$ cat src/rtl/uart_defines.svh
`ifndef UART_DEFINES_SVH
`define UART_DEFINES_SVH

// log2 of the fifo depth, 3 gives 8 entries
`define UART_FIFO_AW 3

// host register map
`define UART_ADDR_DATA   2'd0
`define UART_ADDR_STATUS 2'd1
`define UART_ADDR_CONFIG 2'd2
`define UART_ADDR_BAUD   2'd3

// clock cycles per bit after reset
`define UART_BAUD_RESET 24'd16

`endif
$ cat src/rtl/uart_pkg.sv
package uart_pkg;

	// runtime frame format as written to the config register
	// bit 3 flow_ctrl, bit 2 parity, bit 1 stop_bits, bit 0 data_bits
	typedef struct packed {
		logic flow_ctrl;
		// even parity when set
		logic parity;
		// two stop bits when set
		logic stop_bits;
		// eight data bits when set, seven otherwise
		logic data_bits;
	} frame_cfg_t;

	// one received byte with its flags, read back as bits 10..0 of DATA
	typedef struct packed {
		logic       parity;
		logic       frame;
		logic       noise;
		logic [7:0] data;
	} rx_entry_t;

endpackage

$ cat src/rtl/uart_top.sv
`timescale 1ns/1ps
`include "uart_defines.svh"

module uart_top (
	input  logic        clk,
	input  logic        reset,
	input  logic        wr,
	input  logic        rd,
	input  logic [1:0]  addr,
	input  logic [31:0] wdata,
	output logic [31:0] rdata,
	output logic        rdata_valid,
	output logic        tx,
	input  logic        rx,
	output logic        rts,
	input  logic        cts
);

	import uart_pkg::*;

	frame_cfg_t  frame_cfg;
	logic [23:0] baud_reg;
	logic        clear;
	logic        tx_push;
	logic [7:0]  tx_wbyte;
	logic [7:0]  tx_head;
	logic        tx_pop;
	logic        tx_empty;
	logic        tx_full;
	rx_entry_t   rx_entry;
	logic        rx_pop;
	logic        rx_empty;
	logic        rx_full;
	logic        noise_error;
	logic        overflow_error;

	uart_regs u_regs (
		.clk            (clk),
		.reset          (reset),
		.wr             (wr),
		.rd             (rd),
		.addr           (addr),
		.wdata          (wdata),
		.rdata          (rdata),
		.rdata_valid    (rdata_valid),
		.rx_entry       (rx_entry),
		.rx_empty       (rx_empty),
		.rx_full        (rx_full),
		.tx_full        (tx_full),
		.noise_error    (noise_error),
		.overflow_error (overflow_error),
		.tx_push        (tx_push),
		.tx_byte        (tx_wbyte),
		.rx_pop         (rx_pop),
		.clear          (clear),
		.frame_cfg      (frame_cfg),
		.baud_reg       (baud_reg)
	);

	// transmit queue, plain bytes
	fifo_buf #(
		.ADDR_WIDTH (`UART_FIFO_AW),
		.payload_t  (logic [7:0])
	) u_tx_fifo (
		.clk   (clk),
		.reset (reset),
		.clear (clear),
		.wena  (tx_push),
		.wdata (tx_wbyte),
		.rena  (tx_pop),
		.rdata (tx_head),
		.size  (),
		.empty (tx_empty),
		.full  (tx_full)
	);

	uart_tx u_tx (
		.clk       (clk),
		.reset     (reset),
		.tx_empty  (tx_empty),
		.tx_byte   (tx_head),
		.cts       (cts),
		.frame_cfg (frame_cfg),
		.baud_reg  (baud_reg),
		.tx_pop    (tx_pop),
		.tx        (tx)
	);

	uart_rx #(
		.ADDR_WIDTH (`UART_FIFO_AW)
	) u_rx (
		.clk            (clk),
		.reset          (reset),
		.clear          (clear),
		.rx             (rx),
		.frame_cfg      (frame_cfg),
		.baud_reg       (baud_reg),
		.rena           (rx_pop),
		.rdata          (rx_entry),
		.size           (),
		.empty          (rx_empty),
		.full           (rx_full),
		.rts            (rts),
		.noise_error    (noise_error),
		.overflow_error (overflow_error)
	);

endmodule

$ cat src/rtl/uart_regs.sv
`timescale 1ns/1ps
`include "uart_defines.svh"

module uart_regs (
	input  logic                 clk,
	input  logic                 reset,
	input  logic                 wr,
	input  logic                 rd,
	input  logic [1:0]           addr,
	input  logic [31:0]          wdata,
	output logic [31:0]          rdata,
	output logic                 rdata_valid,
	input  uart_pkg::rx_entry_t  rx_entry,
	input  logic                 rx_empty,
	input  logic                 rx_full,
	input  logic                 tx_full,
	input  logic                 noise_error,
	input  logic                 overflow_error,
	output logic                 tx_push,
	output logic [7:0]           tx_byte,
	output logic                 rx_pop,
	output logic                 clear,
	output uart_pkg::frame_cfg_t frame_cfg,
	output logic [23:0]          baud_reg
);

	import uart_pkg::*;

	logic status_rd;
	logic overflow_sticky;
	logic noise_sticky;

	assign tx_push   = wr && addr == `UART_ADDR_DATA && !tx_full;
	assign tx_byte   = wdata[7:0];
	assign rx_pop    = rd && addr == `UART_ADDR_DATA && !rx_empty;
	// new frame format flushes both queues
	assign clear     = wr && addr == `UART_ADDR_CONFIG;
	assign status_rd = rd && addr == `UART_ADDR_STATUS;

	always_ff @(posedge clk, posedge reset) begin
		if (reset) begin
			// 8N1, no flow control
			frame_cfg       <= frame_cfg_t'(4'b0001);
			baud_reg        <= `UART_BAUD_RESET;
			overflow_sticky <= 1'b0;
			noise_sticky    <= 1'b0;
			rdata_valid     <= 1'b0;
		end else begin
			if (clear)
				frame_cfg <= frame_cfg_t'(wdata[3:0]);
			if (wr && addr == `UART_ADDR_BAUD)
				baud_reg <= wdata[23:0];
			// a new error in the same cycle as the read is kept
			overflow_sticky <= overflow_error || (overflow_sticky && !status_rd);
			noise_sticky    <= noise_error || (noise_sticky && !status_rd);
			rdata_valid     <= rd;
		end
	end

	always_ff @(posedge clk) begin
		if (rd) begin
			case (addr)
				`UART_ADDR_DATA:   rdata <= rx_empty ? 32'd0 : {21'd0, rx_entry};
				`UART_ADDR_STATUS: rdata <= {27'd0, noise_sticky, overflow_sticky,
				                             tx_full, rx_full, rx_empty};
				`UART_ADDR_CONFIG: rdata <= {28'd0, frame_cfg};
				default:           rdata <= {8'd0, baud_reg};
			endcase
		end
	end

endmodule

$ cat src/rtl/uart_tx.sv
`timescale 1ns/1ps

module uart_tx (
	input  logic                 clk,
	input  logic                 reset,
	input  logic                 tx_empty,
	input  logic [7:0]           tx_byte,
	input  logic                 cts,
	input  uart_pkg::frame_cfg_t frame_cfg,
	input  logic [23:0]          baud_reg,
	output logic                 tx_pop,
	output logic                 tx
);

	typedef enum logic [2:0] {IDLE, START, DATA, PARITY, STOP} tx_state_t;

	tx_state_t   state;
	logic [1:0]  cts_sync;
	logic [23:0] counter;
	logic        bit_end;
	logic [2:0]  bit_idx;
	logic [7:0]  shift;
	logic        parity_bit;
	logic [7:0]  frame_byte;

	// a frame starts only from idle, so each frame pops once
	assign tx_pop     = state == IDLE && !tx_empty && !(frame_cfg.flow_ctrl && cts_sync[1]);
	assign bit_end    = counter == baud_reg - 24'd1;
	assign frame_byte = frame_cfg.data_bits ? tx_byte : {1'b0, tx_byte[6:0]};

	always_ff @(posedge clk, posedge reset) begin
		if (reset)
			cts_sync <= 2'b00;
		else
			cts_sync <= {cts_sync[0], cts};
	end

	always_ff @(posedge clk, posedge reset) begin
		if (reset) begin
			state      <= IDLE;
			tx         <= 1'b1;
			counter    <= '0;
			bit_idx    <= '0;
			shift      <= '0;
			parity_bit <= 1'b0;
		end else begin
			counter <= bit_end ? '0 : counter + 24'd1;
			case (state)
				IDLE: begin
					counter <= '0;
					if (tx_pop) begin
						shift      <= frame_byte;
						parity_bit <= ^frame_byte;
						tx         <= 1'b0;
						state      <= START;
					end
				end
				START: begin
					if (bit_end) begin
						tx      <= shift[0];
						bit_idx <= '0;
						state   <= DATA;
					end
				end
				DATA: begin
					if (bit_end) begin
						if (bit_idx == 3'd6 + {2'b00, frame_cfg.data_bits}) begin
							tx      <= frame_cfg.parity ? parity_bit : 1'b1;
							bit_idx <= '0;
							state   <= frame_cfg.parity ? PARITY : STOP;
						end else begin
							shift   <= shift >> 1;
							tx      <= shift[1];
							bit_idx <= bit_idx + 3'd1;
						end
					end
				end
				PARITY: begin
					if (bit_end) begin
						tx    <= 1'b1;
						state <= STOP;
					end
				end
				STOP: begin
					if (bit_end) begin
						if (bit_idx == {2'b00, frame_cfg.stop_bits})
							state <= IDLE;
						else
							bit_idx <= bit_idx + 3'd1;
					end
				end
				default: state <= IDLE;
			endcase
		end
	end

	// the line rests high whenever no frame is in flight
	a_idle_line_high: assert property (@(posedge clk) disable iff (reset)
		state == IDLE |-> tx);

endmodule

$ cat src/rtl/uart_rx.sv
`timescale 1ns/1ps

module uart_rx #(
	parameter int ADDR_WIDTH = 3
) (
	input  logic                 clk,
	input  logic                 reset,
	input  logic                 clear,
	input  logic                 rx,
	input  uart_pkg::frame_cfg_t frame_cfg,
	input  logic [23:0]          baud_reg,
	input  logic                 rena,
	output uart_pkg::rx_entry_t  rdata,
	output logic [ADDR_WIDTH:0]  size,
	output logic                 empty,
	output logic                 full,
	output logic                 rts,
	output logic                 noise_error,
	output logic                 overflow_error
);

	import uart_pkg::*;

	typedef enum logic [2:0] {IDLE, START, DATA, PARITY, STOP} rx_state_t;

	rx_state_t   state;
	logic [1:0]  rx_sync;
	logic [24:0] counter;
	logic [24:0] bit_len;
	logic [24:0] pos_lo;
	logic [24:0] pos_mid;
	logic [24:0] pos_hi;
	logic [24:0] stop_end;
	logic        last_cnt;
	logic        long_stop;
	logic [2:0]  samples;
	logic        sample;
	logic        sample_noisy;
	logic [2:0]  bit_idx;
	logic [7:0]  shift;
	logic        noise_acc;
	logic        parity_err;
	logic        abort;
	logic        capture;
	logic        wena;
	rx_entry_t   entry;

	assign bit_len   = {1'b0, baud_reg};
	assign last_cnt  = counter == bit_len - 25'd1;
	// with two stop bits the sample window is stretched over both
	assign long_stop = state == STOP && frame_cfg.stop_bits;
	assign pos_mid   = long_stop ? bit_len : bit_len >> 1;
	assign pos_lo    = long_stop ? bit_len - (bit_len >> 3) : (bit_len >> 1) - (bit_len >> 4);
	assign pos_hi    = long_stop ? bit_len + (bit_len >> 3) : (bit_len >> 1) + (bit_len >> 4);
	assign stop_end  = frame_cfg.stop_bits ? (bit_len << 1) - 25'd2 : bit_len - 25'd2;

	// majority of three
	assign sample       = (samples[0] & samples[1]) | (samples[1] & samples[2]) |
	                      (samples[0] & samples[2]);
	assign sample_noisy = !(samples == 3'b111 || samples == 3'b000);

	assign capture        = state == STOP && !wena && counter == stop_end;
	assign noise_error    = (wena && entry.noise) || abort;
	assign overflow_error = wena && full;
	// raised early so the far end can stop before the fifo fills
	assign rts            = frame_cfg.flow_ctrl && (size > 2**ADDR_WIDTH - 4);

	always_ff @(posedge clk, posedge reset) begin
		if (reset)
			rx_sync <= 2'b11;
		else
			rx_sync <= {rx_sync[0], rx};
	end

	always_ff @(posedge clk, posedge reset) begin
		if (reset) begin
			state      <= IDLE;
			counter    <= '0;
			samples    <= '0;
			bit_idx    <= '0;
			shift      <= '0;
			noise_acc  <= 1'b0;
			parity_err <= 1'b0;
			abort      <= 1'b0;
			wena       <= 1'b0;
		end else begin
			if (state != IDLE) begin
				if (counter == pos_lo)
					samples[0] <= rx_sync[1];
				if (counter == pos_mid)
					samples[1] <= rx_sync[1];
				if (counter == pos_hi)
					samples[2] <= rx_sync[1];
			end
			case (state)
				IDLE: begin
					noise_acc  <= 1'b0;
					parity_err <= 1'b0;
					abort      <= 1'b0;
					bit_idx    <= '0;
					shift      <= '0;
					// falling edge already took one cycle to see
					counter    <= 25'd1;
					if (!rx_sync[1])
						state <= START;
				end
				START: begin
					if (last_cnt) begin
						counter <= '0;
						if (!sample) begin
							noise_acc <= sample_noisy;
							state     <= DATA;
						end else begin
							// glitch, not a start bit
							abort <= 1'b1;
							state <= IDLE;
						end
					end else
						counter <= counter + 25'd1;
				end
				DATA: begin
					if (last_cnt) begin
						// lsb arrives first
						shift     <= {sample, shift[7:1]};
						noise_acc <= noise_acc || sample_noisy;
						counter   <= '0;
						if (bit_idx == 3'd6 + {2'b00, frame_cfg.data_bits})
							state <= frame_cfg.parity ? PARITY : STOP;
						else
							bit_idx <= bit_idx + 3'd1;
					end else
						counter <= counter + 25'd1;
				end
				PARITY: begin
					if (last_cnt) begin
						noise_acc  <= noise_acc || sample_noisy;
						parity_err <= sample != ^shift;
						counter    <= '0;
						state      <= STOP;
					end else
						counter <= counter + 25'd1;
				end
				STOP: begin
					if (wena) begin
						wena    <= 1'b0;
						counter <= '0;
						state   <= IDLE;
					end else begin
						if (capture)
							wena <= 1'b1;
						counter <= counter + 25'd1;
					end
				end
				default: state <= IDLE;
			endcase
		end
	end

	always_ff @(posedge clk) begin
		if (capture) begin
			// seven bit data sits one place too high
			entry.data   <= shift >> !frame_cfg.data_bits;
			entry.noise  <= noise_acc || sample_noisy;
			entry.parity <= parity_err;
			entry.frame  <= !sample;
		end
	end

	a_state_legal: assert property (@(posedge clk) disable iff (reset)
		state inside {IDLE, START, DATA, PARITY, STOP});

	fifo_buf #(
		.ADDR_WIDTH (ADDR_WIDTH),
		.payload_t  (rx_entry_t)
	) u_rx_fifo (
		.clk   (clk),
		.reset (reset),
		.clear (clear),
		.wena  (wena),
		.wdata (entry),
		.rena  (rena),
		.rdata (rdata),
		.size  (size),
		.empty (empty),
		.full  (full)
	);

endmodule

$ cat src/rtl/fifo_buf.sv
`timescale 1ns/1ps

module fifo_buf #(
	parameter int  ADDR_WIDTH = 3,
	parameter type payload_t  = logic [7:0]
) (
	input  logic                  clk,
	input  logic                  reset,
	input  logic                  clear,
	input  logic                  wena,
	input  payload_t              wdata,
	input  logic                  rena,
	output payload_t              rdata,
	output logic [ADDR_WIDTH:0]   size,
	output logic                  empty,
	output logic                  full
);

	payload_t              mem [2**ADDR_WIDTH];
	logic [ADDR_WIDTH-1:0] wptr;
	logic [ADDR_WIDTH-1:0] rptr;
	logic                  do_write;
	logic                  do_read;

	assign empty    = size == '0;
	assign full     = size[ADDR_WIDTH];
	assign do_write = wena && !full;
	assign do_read  = rena && !empty;
	// head entry is always visible
	assign rdata    = mem[rptr];

	always_ff @(posedge clk) begin
		if (do_write)
			mem[wptr] <= wdata;
	end

	always_ff @(posedge clk, posedge reset) begin
		if (reset) begin
			wptr <= '0;
			rptr <= '0;
			size <= '0;
		end else if (clear) begin
			wptr <= '0;
			rptr <= '0;
			size <= '0;
		end else begin
			if (do_write)
				wptr <= wptr + 1'b1;
			if (do_read)
				rptr <= rptr + 1'b1;
			size <= size + {{ADDR_WIDTH{1'b0}}, do_write} - {{ADDR_WIDTH{1'b0}}, do_read};
		end
	end

	// a write into a full buffer must never grow it
	a_no_write_when_full: assert property (@(posedge clk) disable iff (reset)
		(wena && full && !clear) |=> (size <= $past(size)));

endmodule

$ cat config.mk
export PLATFORM = sky130hd
export DESIGN_NAME = uart_top
export DESIGN_NICKNAME = d
export VERILOG_FILES = /design/src/rtl/uart_pkg.sv /design/src/rtl/uart_top.sv /design/src/rtl/uart_regs.sv /design/src/rtl/uart_tx.sv /design/src/rtl/uart_rx.sv /design/src/rtl/fifo_buf.sv
export VERILOG_INCLUDE_DIRS = /design/src /design/src/rtl
export SDC_FILE = /design/constraint.sdc
export NUM_CORES = 1
export LEC_CHECK = 0
export BUFFER_PORTS_ARGS = -buffer_cell sky130_fd_sc_hd__buf_2
export CAP_MARGIN = 20
export CORE_ASPECT_RATIO = 0.5
export CORE_MARGIN = 2
export CORE_UTILIZATION = 29
export CTS_BUF_LIST = sky130_fd_sc_hd__clkbuf_4
export CTS_CLUSTER_SIZE = 8
export DETAILED_ROUTE_END_ITERATION = 6
export PLACE_DENSITY = 0.4
export SYNTH_ARGS = -nofsm -noshare
export SYNTH_HDL_FRONTEND = slang
export SYNTH_HIERARCHICAL = 1
export SYNTH_SLANG_ARGS = --single-unit
export TNS_END_PERCENT = 30
$ cat constraint.sdc
create_clock -name clk -period 12.58 [get_ports clk]
set_input_delay 1.258 -clock clk [delete_from_list [all_inputs] [get_ports clk]]
set_output_delay 1.258 -clock clk [all_outputs]
set_load 0.05 [all_outputs]
# After elaboration in Yosys (flattened, before gate mapping)
# Memory sizes are Yosys's and may differ from the RTL's.
# Index checks and enable logic that the tools add are counted.
[totals]
register_bits = 184
ram_bits = 152
in_bits = 40
out_inout_bits = 35
elab_cells = 259
mem_count = 2
[memory_table]
columns = ["memory", "depth", "width", "read_ports", "rd_ports_with_merged_regs", "wr", "line_no", "source"]
rows = [
  ["u_rx.u_rx_fifo.mem", 8, 11, 1, 0, 1, "fifo_buf.sv:19", "payload_t mem [2**ADDR_WIDTH];"],
  ["u_tx_fifo.mem", 8, 8, 1, 0, 1, "fifo_buf.sv:19", ""],
]
[classes]
addsub = 21
order_cmp = 1
eq_ne = 41
n_shift = 1
n_mux = 76
bitwise = 5
reduce_logical = 74
[ops]
columns = ["cell", "n"]
rows = [
  ["equality test 25 bit", 5],
  ["two-way mux 25 bit", 5],
  ["case mux 32 bit (3 select lines)", 1],
  ["two-way mux 3 bit", 29],
  ["case mux 25 bit (3 select lines)", 1],
  ["two-way mux 24 bit", 3],
  ["two-way mux 8 bit", 5],
  ["case mux 8 bit (2 select lines)", 2],
  ["case mux 3 bit (5 select lines)", 2],
  ["!= test 2 x 1 -> 1 bit (second input constant)", 13],
  ["adder 24 x 21 -> 25 bit", 1],
  ["adder 25 x 1 -> 25 bit (second input constant)", 1],
  ["subtractor 24 x 1 -> 25 bit (second input constant)", 1],
  ["subtractor 24 x 2 -> 25 bit (second input constant)", 1],
  ["subtractor 24 x 21 -> 25 bit", 1],
  ["subtractor 25 x 2 -> 25 bit (second input constant)", 1],
  ["adder 23 x 20 -> 24 bit", 1],
  ["adder 24 x 1 -> 24 bit (second input constant)", 1],
  ["equality test 24 bit", 1],
  ["subtractor 23 x 20 -> 24 bit", 1],
  ["subtractor 24 x 1 -> 24 bit (second input constant)", 1],
  ["logical AND 1 bit", 22],
  ["adder 3 x 1 -> 3 bit (second input constant)", 6],
  ["two-way mux 1 bit", 18],
  ["41 further kinds", 96],
]

# Longest topological paths before layout
# Gate-level depths: netlist of run 1.
[logic_depth]
depth_word = 7
mapped_depth = 17

# Hierarchy
# The synthesis of run 1 kept the hierarchy.
[modules_own_cells]
columns = ["module", "n_inst", "cells_per_inst", "area_each_um2", "seq_area_each_um2"]
rows = [
  ["uart_rx", 1, 1592, 11364.6, 1534.0],
  ["fifo_buf (u_rx.u_rx_fifo)", 1, 199, 4036.4, 2892.8],
  ["fifo_buf (u_tx_fifo)", 1, 164, 3121.7, 2172.1],
  ["uart_tx", 1, 346, 3044.2, 1052.3],
  ["uart_regs", 1, 151, 2338.5, 1498.9],
]

# Least setup slack after synthesis of run 1
# No wires, ideal clock.
[synth_path]
kind = "register -> register"
from = "register u_regs/frame_cfg[1] (netlist name)"
to = "register u_rx/entry[0] in the netlist's numbering (enable)"
setup_ps = 389
arrival_time_ps = 4637
required_time_ps = 12191
slack_ps = 7553
stages_incl_launch_ff = 16
n_path_buf = 6
synth_period_minus_slack_ps = 5027
path_cell_list = "dfrtp_1 -> clkbuf_8 -> clkbuf_1 -> buf_1 -> clkbuf_1 -> buf_1 -> mux2i_1 -> ha_1 -> nand4_1 -> or2_2 -> clkbuf_1 -> xnor2_1 -> or4_1 -> nor4_2 -> nand4_1 -> nor4_2"
[synth_between]
elab_chain_cells = 3
[synth_lines]
columns = ["item", "line_no", "source"]
rows = [
  ["two-way mux 25 bit", "uart_rx.sv:55", "assign stop_end = frame_cfg.stop_bits ? (bit_len << 1) - 25'd2 : bit_len - 25'd2;"],
  ["equality test 25 bit", "uart_rx.sv:62", "assign capture = state == STOP && !wena && counter == stop_end;"],
  ["logical AND 1 bit", "uart_rx.sv:62", ""],
  ["via u_rx.capture", "uart_rx.sv:44", "logic capture;"],
  ["to (decl)", "uart_rx.sv:46", "rx_entry_t entry;"],
]
# The timed path passes the listed nets, and every way through them passes these cells.
# A chain may end at the register's enable or synchronous reset.

# Worst setup path in the final report of run 1
[layout_path]
from = "register u_regs.baud_reg[10]"
to = "register u_rx.samples[0]"
[layout_between]
elab_chain_cells = 4
word_cells_on_any_way = 5
cone_classes = "add/sub (2); eq/ne (1); mux (1); reduce/logical (1)"
[layout_lines]
columns = ["item", "line_no", "source"]
rows = [
  ["from (decl)", "uart_regs.sv:24", "output logic [23:0] baud_reg"],
  ["from (signal assigned)", "uart_regs.sv:44", "baud_reg <= `UART_BAUD_RESET;"],
  ["from (signal assigned)", "uart_regs.sv:52", "baud_reg <= wdata[23:0];"],
  ["subtractor 24 x 21 -> 25 bit or subtractor 23 x 20 -> 24 bit (tied branches)", "uart_rx.sv:53", "assign pos_lo = long_stop ? bit_len - (bit_len >> 3) : (bit_len >> 1) - (bit_len >> 4);"],
  ["two-way mux 25 bit (*)", "uart_rx.sv:53", ""],
  ["equality test 25 bit (*)", "uart_rx.sv:88", "if (counter == pos_lo)"],
  ["AND reduction 2 bit (no source line) (*)", "-", ""],
  ["to (signal assigned)", "uart_rx.sv:89", "samples[0] <= rx_sync[1];"],
  ["to (decl)", "uart_rx.sv:36", "logic [2:0] samples;"],
]
# Mark *: on every way between the ends. The rest lies on a longest branch, timed or not.

==> qor.csv, run 1 <==
metric;value;unit
period_share;0.441;
yosysWarningCount;6;
grt_overflow;0;
reg.largest.list;u_rx/u_rx_fifo/mem x88, u_tx_fifo/mem x64, u_rx/counter x25;
largest_reg_flops;88;
cpPeakStageDelay;0.77;ns
synth_area;23900;sq um
drive_gt1_frac;0.164;
final_cell_count_no_fill;3676;
hpwl;61900;microns
vias;19888;
cts-root-buf;clkbuf_4;
critPathCaptureType;register;
detail-route-antenna-nets;0;
core;81600;sq um
rsz0062_at_grt;false;
grt_pass1_wl;127000;microns
place_inst;3502;
clockBufferDepth;3;
drc_errors;0;
setup_violations;0;
power.density;165;nW/um^2
initial_core_util;0.293;
area_growth;10.7;%
grt_max_degree;72;
hold_buffers;0;
cap_violations;0;
syn_inst;2451;
skew;0.0594;ns
fillCellCount;8503;
largest-register;u_rx/u_rx_fifo/mem;
finalNetCount;2604;
grt_usage;0.198;
cts_sinks;328;
crit_type;register to register;
numPortBuffers;58;
setup_tns;0;ns
slew_headroom;0.310;
ios;75;
crit_chain;buf_4 -> inv_1 -> ha_1 -> nand2_1 -> o21ai_0 -> a21oi_1 -> o31ai_1 -> mux2i_1 -> o2111ai_1 -> nor4_1 -> nand4_1 -> nor4b_1 -> buf_4 -> mux2_2;
arrival;6.28;ns
routabilityCongestion;0.886;
slowest_stage;ha_1;
first_global_vias;19359;
wire_per_inst;23.3;microns
critPathBufInv;3;
clock_latency;0.84;ns
die_area;84900;sq um
path_delay_family;compound AO/OA/AOI/OAI gates;
avgViaCountPerCell;5.41;
status;finished, final reports clean;
cts.repair.resized;0;
drv_slew;0;
die_x;410;microns
post-route-util;0.324;
required;13.31;ns
cts_made_buffers;90;
tightest_slew;1.03;ns
crit_top_cell;buf_4;
cts.clk_slew.worst_paths;0.07;ns
hold_path.class;register to register;
p_leak;0.0100;uW
cts_tree;built;
max_freq;180;MHz
fin_crit;5.55;ns
antenna_found_initial;5;
start_kind;register;
hold_violations;0;
dr.pass1.iters;6;
rows;74;
syn_area_per_cell;9.75;sq um
die_y;207;microns
drt-initial-drc-count;1740;
postCtsSetupBuffers;0;
max-vdd-ir-drop;0.0491;mV
critical_path.max_fanout;16;
htreeDepth;3;
wl;85500;microns
==> worst paths after layout <==
| check | startpoint | to | slack [ns] | cells past startpoint |
|---|---|---|---|---|
| max | u_regs/baud_reg[10] | u_rx/samples[0] | 7.03 | 14 |
| min | u_rx/rx_sync[0] | u_rx/rx_sync[1] | 0.36 | 0 |
| max reg2reg | u_regs/baud_reg[10] | u_rx/samples[0] | 7.03 | 14 |
| min reg2reg | u_rx/rx_sync[0] | u_rx/rx_sync[1] | 0.36 | 0 |
| max in group asynchronous | reset | u_tx/counter[21] | 11.21 | 3 |
| min in group asynchronous | reset | u_tx_fifo/wptr[2] | 0.52 | 2 |
==> cell type report <==
cell class	instances	area (sq um)	share of cell area
multi-input cells	1861	13600	0.513
flip-flops and latches	328	9150	0.346
well taps	1102	1380	0.0521
clock buffers	145	1090	0.0411
repair buffers	121	774	0.0293
inverters	92	345	0.0131
clock inverters	21	143	0.00539
diodes	6	15.0	0.000568
==> routing by layer <==
metal	share of wire	global-route usage	wire [microns]
met4	0.023	0.0571	1950
met5	0	0	0
met2	0.45	0.315	38300
met1	0.48	0.283	41100
met3	0.048	0.0247	4120
==> power breakdown <==
group	switching (uW)	total, uW	internal [uW]	leakage [uW]
sequential	148	1370	1220	0.00374
clock	484	1030	546	0.000730
combinational	1240	1970	734	0.00555
total	1870	4370	2500	0.0100
==> layout by cell type, fill, tap and decap left out, types with 39 or more instances in the layout <==
master	count
dfrtp_1	135
a21oi_1	132
clkbuf_4	145
xnor2_1	170
nand2_1	156
buf_2	58
ha_1	64
mux2_2	40
buf_4	61
edfxtp_1	187
xor2_1	75
nand4_1	51
nand3_1	84
nor2_1	179
o21ai_0	90
nor3_1	66
inv_1	85
o211ai_1	44
nand2b_1	39
o31ai_1	46
==> metrics by stage <==
stage | setup slack (ns) | total power (uW) | instance area (sq um) | hold WS (ns)
3_3_place_gp | 7.02 | 3330 | 25200 | 0.347
6_report | 7.03 | 4370 | 26500 | 0.359
5_1_grt | 6.77 | 4660 | 26500 | 0.363
3_5_place_dp | 6.97 | 3340 | 25200 | 0.351
2_1_floorplan | 7.55 | 2770 | 23900 | 0.331
4_1_cts | 6.97 | 4410 | 26400 | 0.362
Note: power is estimated with default switching activity, not from simulation.
==> run 2: changes to the inputs <==
==> constraint.sdc (replaced) <==
create_clock -name clk -period 5.6 [get_ports clk]
set_input_delay 0.56 -clock clk [delete_from_list [all_inputs] [get_ports clk]]
set_output_delay 0.56 -clock clk [all_outputs]
set_load 0.05 [all_outputs]
==> qor.csv, run 2 (synthesis gave the netlist of run 1 again) <==
metric;value;unit;change
p_leak;0.0101;uW;+1.1%
crit_chain;inv_1 -> ha_1 -> inv_1 -> nor3_1 -> nor2_1 -> o22ai_1 -> xnor2_1 -> mux2i_1 -> a2111oi_0 -> nand4_1 -> nor4b_1 -> buf_4 -> mux2_2;;
crit_type;register to register;;
crit_top_cell;inv_1;;
fillCellCount;8469;;-0.40%
slowest_stage;ha_1;;
first_global_vias;19241;;-0.61%
grt_usage;0.201;;+0.00285
clock_latency;0.83;ns;about the same
core;81600;sq um;unchanged
routabilityCongestion;0.896;;+1.1%
antenna_found_initial;3;;-2
routedLengthMet1;41900;microns;+1.9%
final_cell_count_no_fill;3703;;+0.73%
cts.clk_slew.worst_paths;0.07;ns;about the same
drive_gt1_frac;0.163;;-0.000474
die_x;410;microns;unchanged
skew;0.0766;ns;+0.0172 ns
htreeDepth;3;;unchanged
netSwitchingPower;4230;uW;+130%
detail-route-antenna-nets;0;;unchanged
cpPeakStageDelay;0.70;ns;-0.07 ns
start_kind;register;;
initial_core_util;0.293;;unchanged
status;finished, final reports clean;;
drv_slew;0;;unchanged
rows;74;;unchanged
arrival;5.89;ns;-0.39 ns
vias;19892;;+0.020%
ios;75;;unchanged
drc_errors;0;;unchanged
path_delay_family;simple AND/OR/NAND/NOR gates;;
place_inst;3518;;+0.46%
reg.largest.list;u_rx/u_rx_fifo/mem x88, u_tx_fifo/mem x64, u_rx/counter x25;;
power.internal;5540;uW;+120%
slew_headroom;0.317;;+0.00696
grt_overflow;0;;unchanged
max-vdd-ir-drop;0.116;mV;+140%
max_freq;192;MHz;+6.3%
cap_violations;0;;unchanged
seq_power_share;0.318;;+0.005
required;6.27;ns;-7.04 ns
route.met3.wl;3650;microns;-12%
wire_per_inst;23.4;microns;+0.45%
hp-start;wdata[6];;
die_area;84900;sq um;unchanged
die_y;207;microns;unchanged
largest_reg_flops;88;;unchanged
setup_violations;0;;unchanged
hold_violations;0;;unchanged
r2r_cells;13;;-1
setup_tns;0;ns;unchanged
period_share;0.932;;+0.491
critPathBufInv;3;;unchanged
final_cell_mix;187 x edfxtp_1, 179 x nor2_1, 170 x xnor2_1;;
hold_path_depth;1;;+1
grt_max_degree;53;;-26%
rr_startpoint;u_regs/baud_reg[6];;
grt_pass1_wl;128000;microns;+0.87%
hpwl;63600;microns;+2.7%
fin_crit;5.22;ns;-0.328 ns
wl;86500;microns;+1.2%
cts_tree;built;;
area_growth;11.6;%;
top_layer_used;met4;;
p_sw_frac;0.433;;+0.00541
avgViaCountPerCell;5.37;;-0.71%
rsz0062_at_grt;false;;
r2r_slack;0.38;ns;-6.65 ns
holdPathEnd;u_tx_fifo/mem[2][6];;
cts.repair.resized;0;;unchanged
tightest_slew;1.02;ns;-0.00860 ns
power.density;366;nW/um^2;+120%
dr_wl_met2;39200;microns;+2.5%
hold_path.class;primary input to register;;
largest-register;u_rx/u_rx_fifo/mem;;
timing.rr.end;u_rx/samples[0];;
clockBufferDepth;3;;unchanged
critPathCaptureType;register;;
pwr-share-comb;0.456;;+0.005
dr.pass1.iters;5;;-1
cts_sinks;328;;unchanged
final_common_cell;edfxtp_1;;
hold_buffers;20;;+20
cts-root-buf;clkbuf_4;;
p_clk_frac;0.225;;-0.011
finalNetCount;2637;;+1.3%
numPortBuffers;58;;unchanged
cts_made_buffers;88;;-2.2%
drt-initial-drc-count;1693;;-2.7%
critical_path.max_fanout;15;;-1
postCtsSetupBuffers;0;;unchanged
[run 2: changes by cell type in the layout (fill, tap and decap cells not counted), sizes merged]
cell and change:
diode -5, clkinv +11, dlygate4sd3 +20, bufinv -1
clkinvlp -1, buf +15, clkbuf -12
[run 2: worst max path at each step]
stage / slack [ns] / start / endpoint / cells past startpoint
2_1_floorplan: 0.57 / u_regs/frame_cfg[1] / u_rx/entry[0] / 15
3_3_place_gp: 0.52 / u_regs/baud_reg[6] / u_rx/samples[0] / 13
3_5_place_dp: 0.47 / u_regs/baud_reg[11] / u_rx/samples[0] / 13
4_1_cts: 0.44 / u_regs/baud_reg[11] / u_rx/samples[0] / 13
5_1_grt: 0.10 / u_regs/baud_reg[11] / u_rx/samples[0] / 13
6_report: 0.38 / u_regs/baud_reg[6] / u_rx/samples[0] / 13
[run 2: per-layer routing]
metal  track usage  vias to the layer above
li1              -                     9320
met1         0.287                     9964
met2         0.324                      504
met3        0.0252                      104
met4        0.0485                        0
met5             0                        -
[run 2: worst register-to-register path: cells and delay by family, from the launching register on]
kind                     cells  cell delay [ns]
XOR/XNOR                     1             0.17
AND/OR/NAND/NOR              4             1.67
buffers and inverters        3             0.72
flip-flops                   1             0.64
AO/OA/AOI/OAI                2             0.77
multiplexers                 2             0.42
adder cells (fa/ha/maj)      1             0.70
[run 2: area by class of cell]
class / count / area (sq um) / share of cell area
inverter: 92 / 345 / 0.0129
sequential: 328 / 9150 / 0.343
clock inverter: 30 / 168 / 0.00628
antenna: 1 / 2.50 / 0.0000938
timing repair buffer: 156 / 1070 / 0.0402
multi-input combinational: 1861 / 13600 / 0.508
tap: 1102 / 1380 / 0.0517
clock buffer: 133 / 998 / 0.0374
[run 2: power by group through the flow]
stage | logic, uW | clock network [uW] | registers (uW)
5_1_grt | 4850 | 2410 | 3150
6_report | 4460 | 2200 | 3110
3_5_place_dp | 4390 | 0 | 3160
2_1_floorplan | 3200 | 0 | 3030
4_1_cts | 4420 | 2300 | 3110
3_3_place_gp | 4400 | 0 | 3160
[run 2: through the flow]
step           instance area, sq um  power (uW)  hold slack [ns]   util  setup slack [ns]
2_1_floorplan                 23900        6230            0.331      -             0.573
3_3_place_gp                  25300        7560            0.347  0.310             0.518
3_5_place_dp                  25300        7550            0.348  0.310             0.466
4_1_cts                       26700        9840          0.00158  0.327             0.440
5_1_grt                       26700       10400           0.0173  0.327             0.105
6_report                      26700        9770            0.121  0.327             0.380
==> run 3: changes to the inputs <==
--- a/config.mk
+++ b/config.mk
@@ -17,6 +17,5 @@
 export PLACE_DENSITY = 0.4
 export SYNTH_ARGS = -nofsm -noshare
 export SYNTH_HDL_FRONTEND = slang
-export SYNTH_HIERARCHICAL = 1
 export SYNTH_SLANG_ARGS = --single-unit
 export TNS_END_PERCENT = 30
==> qor.csv, run 3 <==
metric;value;unit;change
status;finished, final reports clean;;
pwr-share-comb;0.475;;+0.019
first_global_vias;18699;;-2.8%
critPathCaptureType;register;;
design_area;25800;sq um;-3.3%
p_clk_frac;0.217;;-0.008
drt-initial-drc-count;1602;;-5.4%
die_area;80600;sq um;-5.0%
cts_made_buffers;87;;-1.1%
cts.clk_slew.worst_paths;0.06;ns;about the same
postCtsSetupBuffers;0;;unchanged
p_sw_frac;0.429;;-0.00425
hold_violations;0;;unchanged
yosysWarningCount;0;;-6
seq_power_share;0.308;;-0.010
synthFlopType;edfxtp_1;;
rsz0062_at_grt;false;;
power.internal;5750;uW;+3.9%
dr.pass1.iters;5;;unchanged
hpwl;63700;microns;+0.15%
synth_area;22700;sq um;-5.1%
place_inst;3336;;-5.2%
antenna_found_initial;4;;+1
p_leak;0.00990;uW;-2.3%
start_kind;register;;
synth_common_cells;195 x nor2_1, 192 x xnor2_1, 187 x edfxtp_1;;
numPortBuffers;58;;unchanged
slew_headroom;0.283;;-0.0341
tightest_slew;1.08;ns;+0.0550 ns
die_x;399;microns;-2.6%
dpl-instance-area;24400;sq um;-3.5%
required;6.28;ns;about the same
htreeDepth;3;;unchanged
netSwitchingPower;4320;uW;+2.1%
ios;75;;unchanged
max-vdd-ir-drop;0.134;mV;+16%
setup_tns;0;ns;unchanged
skew;0.0573;ns;-0.0192 ns
ys_types;103;;
largest_reg_flops;88;;unchanged
drv_slew;0;;unchanged
cts-root-buf;clkbuf_4;;
final_common_cell;nor2_1;;
grt_overflow;0;;unchanged
synth.most_common_cell;nor2_1;;
hold_path.class;primary input to register;;
slowest_stage;a211oi_1;;
routabilityCongestion;0.934;;+4.2%
vias;18718;;-5.9%
grt_usage;0.212;;+0.0110
area_growth;13.7;%;
final_cell_mix;195 x nor2_1, 192 x xnor2_1, 187 x edfxtp_1;;
reg.largest.list;u_rx.u_rx_fifo.mem x88, u_tx_fifo.mem x64, u_rx.counter x25;;
cpPeakStageDelay;0.77;ns;+0.07 ns
avgViaCountPerCell;5.32;;-0.95%
period_share;0.909;;-0.0233
setup_violations;0;;unchanged
synth_top_area_frac;0.248;;
die_y;202;microns;-2.5%
r2r_cells;13;;unchanged
rows;72;;-2.7%
fin_crit;5.09;ns;-0.130 ns
drive_gt1_frac;0.182;;+0.0191
finalNetCount;2519;;-4.5%
ys_seq_area_frac;0.403;;
hold_path_depth;1;;unchanged
wire_per_inst;24.3;microns;+4.2%
synth_top_area_cell;edfxtp_1;;
clockBufferDepth;3;;unchanged
wl;85600;microns;-1.0%
cts_sinks;328;;unchanged
crit_top_cell;xnor2_1;;
power.density;391;nW/um^2;+6.6%
synthArstFlopShare;0.430;;
largest-register;u_rx.u_rx_fifo.mem;;
grt_pass1_wl;127000;microns;-0.75%
syn_inst;2286;;-6.7%
netlist_top_cells_area;edfxtp_1 25%, dfrtp_1 15%, xnor2_1 7.4%;;
cts_tree;built;;
post-place-ws;0.295;ns;-0.170 ns
cap_violations;0;;unchanged
final_cell_count_no_fill;3518;;-5.0%
arrival;5.77;ns;-0.12 ns
critical_path.max_fanout;12;;-3
crit_chain;inv_1 -> ha_1 -> a21oi_1 -> o31ai_1 -> a211oi_1 -> o21ai_0 -> xnor2_1 -> mux2i_1 -> xnor2_1 -> or4_1 -> nor4_2 -> buf_4 -> mux2_2;;
core;77400;sq um;-5.1%
setup_ws;0.511;ns;+0.130 ns
crit_type;register to register;;
drc_errors;0;;unchanged
initial_core_util;0.293;;about the same
post-route-util;0.333;;+0.00623
synth_edf_count;187;;
clock_latency;0.83;ns;about the same
max_freq;196;MHz;+2.6%
detail-route-antenna-nets;0;;unchanged
syn_area_per_cell;9.92;sq um;+1.8%
ys_ff_latch;328;;
grt_max_degree;62;;+17%
-- run 3: worst paths after layout --
kind / from / to / slack, ns
min reg2reg: u_rx.rx_sync[0] / u_rx.rx_sync[1] / 0.36
max: u_regs.baud_reg[13] / u_rx.samples[0] / 0.51
max in group asynchronous: reset / u_rx.counter[17] / 4.03
min in group asynchronous: reset / u_tx.state[0] / 0.33
max reg2reg: u_regs.baud_reg[13] / u_rx.samples[0] / 0.51
min: wdata[2] / u_tx_fifo.mem[1][2] / 0.15
-- run 3: routing by layer --
layer	global-route usage	up-vias	part of all wire
li1	-	8682	-
met4	0.0524	0	0.021
met2	0.342	561	0.46
met5	0	-	0
met1	0.295	9364	0.46
met3	0.0352	111	0.053
-- run 3: cell families (layout without fill, tap and decap cells) --
logic type,count (synthesis),count (layout),share of synthesized area
AND/OR/NAND/NOR,755,755,0.176
buffers and inverters,228,411,0.0421
flip-flops,328,328,0.403
other,1,14,0.000165
XOR/XNOR,283,283,0.119
multiplexers,114,114,0.0741
adder cells (fa/ha/maj),70,70,0.0406
AO/OA/AOI/OAI,507,507,0.145
-- run 3: what timing repair did --
item | 4_1_cts | 5_1_grt
endpoints found under the setup margin | 0 | 1
hold buffers | 19 | 0
resized for setup | 0 | 1
hold endpoints to repair | 57 | 0
-- run 3: layout make-up --
type                            count  area, sq um
Fill cell                        8033        51600
Clock buffer                      140         1050
Clock inverter                     16         87.6
Inverter                           75          287
Timing Repair Buffer              180         1260
Multi-Input combinational cell   1737        12600
Tap cell                         1036         1300
Sequential cell                   328         9150
Antenna cell                        6         15.0
-- run 3: through the flow --
step                hold WS (ns)  total power [uW]
floorplan                  0.331              6340
global placement           0.349              7880
detailed placement         0.348              7880
CTS                       0.0450             10100
global route              0.0544             10700
finish                     0.152             10100
-- run 3: critical path, delay by kind of cell (launching register included) --
kind                       cells  cell delay [ns]
muxes                          2             0.44
buffers and inverters          2             0.50
DFF                            1             0.40
xor gates and xnor gates       2             0.35
and+or+nand+nor                2             1.06
AOI/OAI and AO/OA              4             1.71
adders and majority gates      1             0.52
-- run 3: power groups by stage --
stage               logic (uW)  registers (uW)  clock network (uW)
detailed placement        4720            3160                   0
global route              5160            3140                2420
finish                    4780            3110                2180
global placement          4730            3160                   0
floorplan                 3330            3020                   0
CTS                       4750            3110                2280
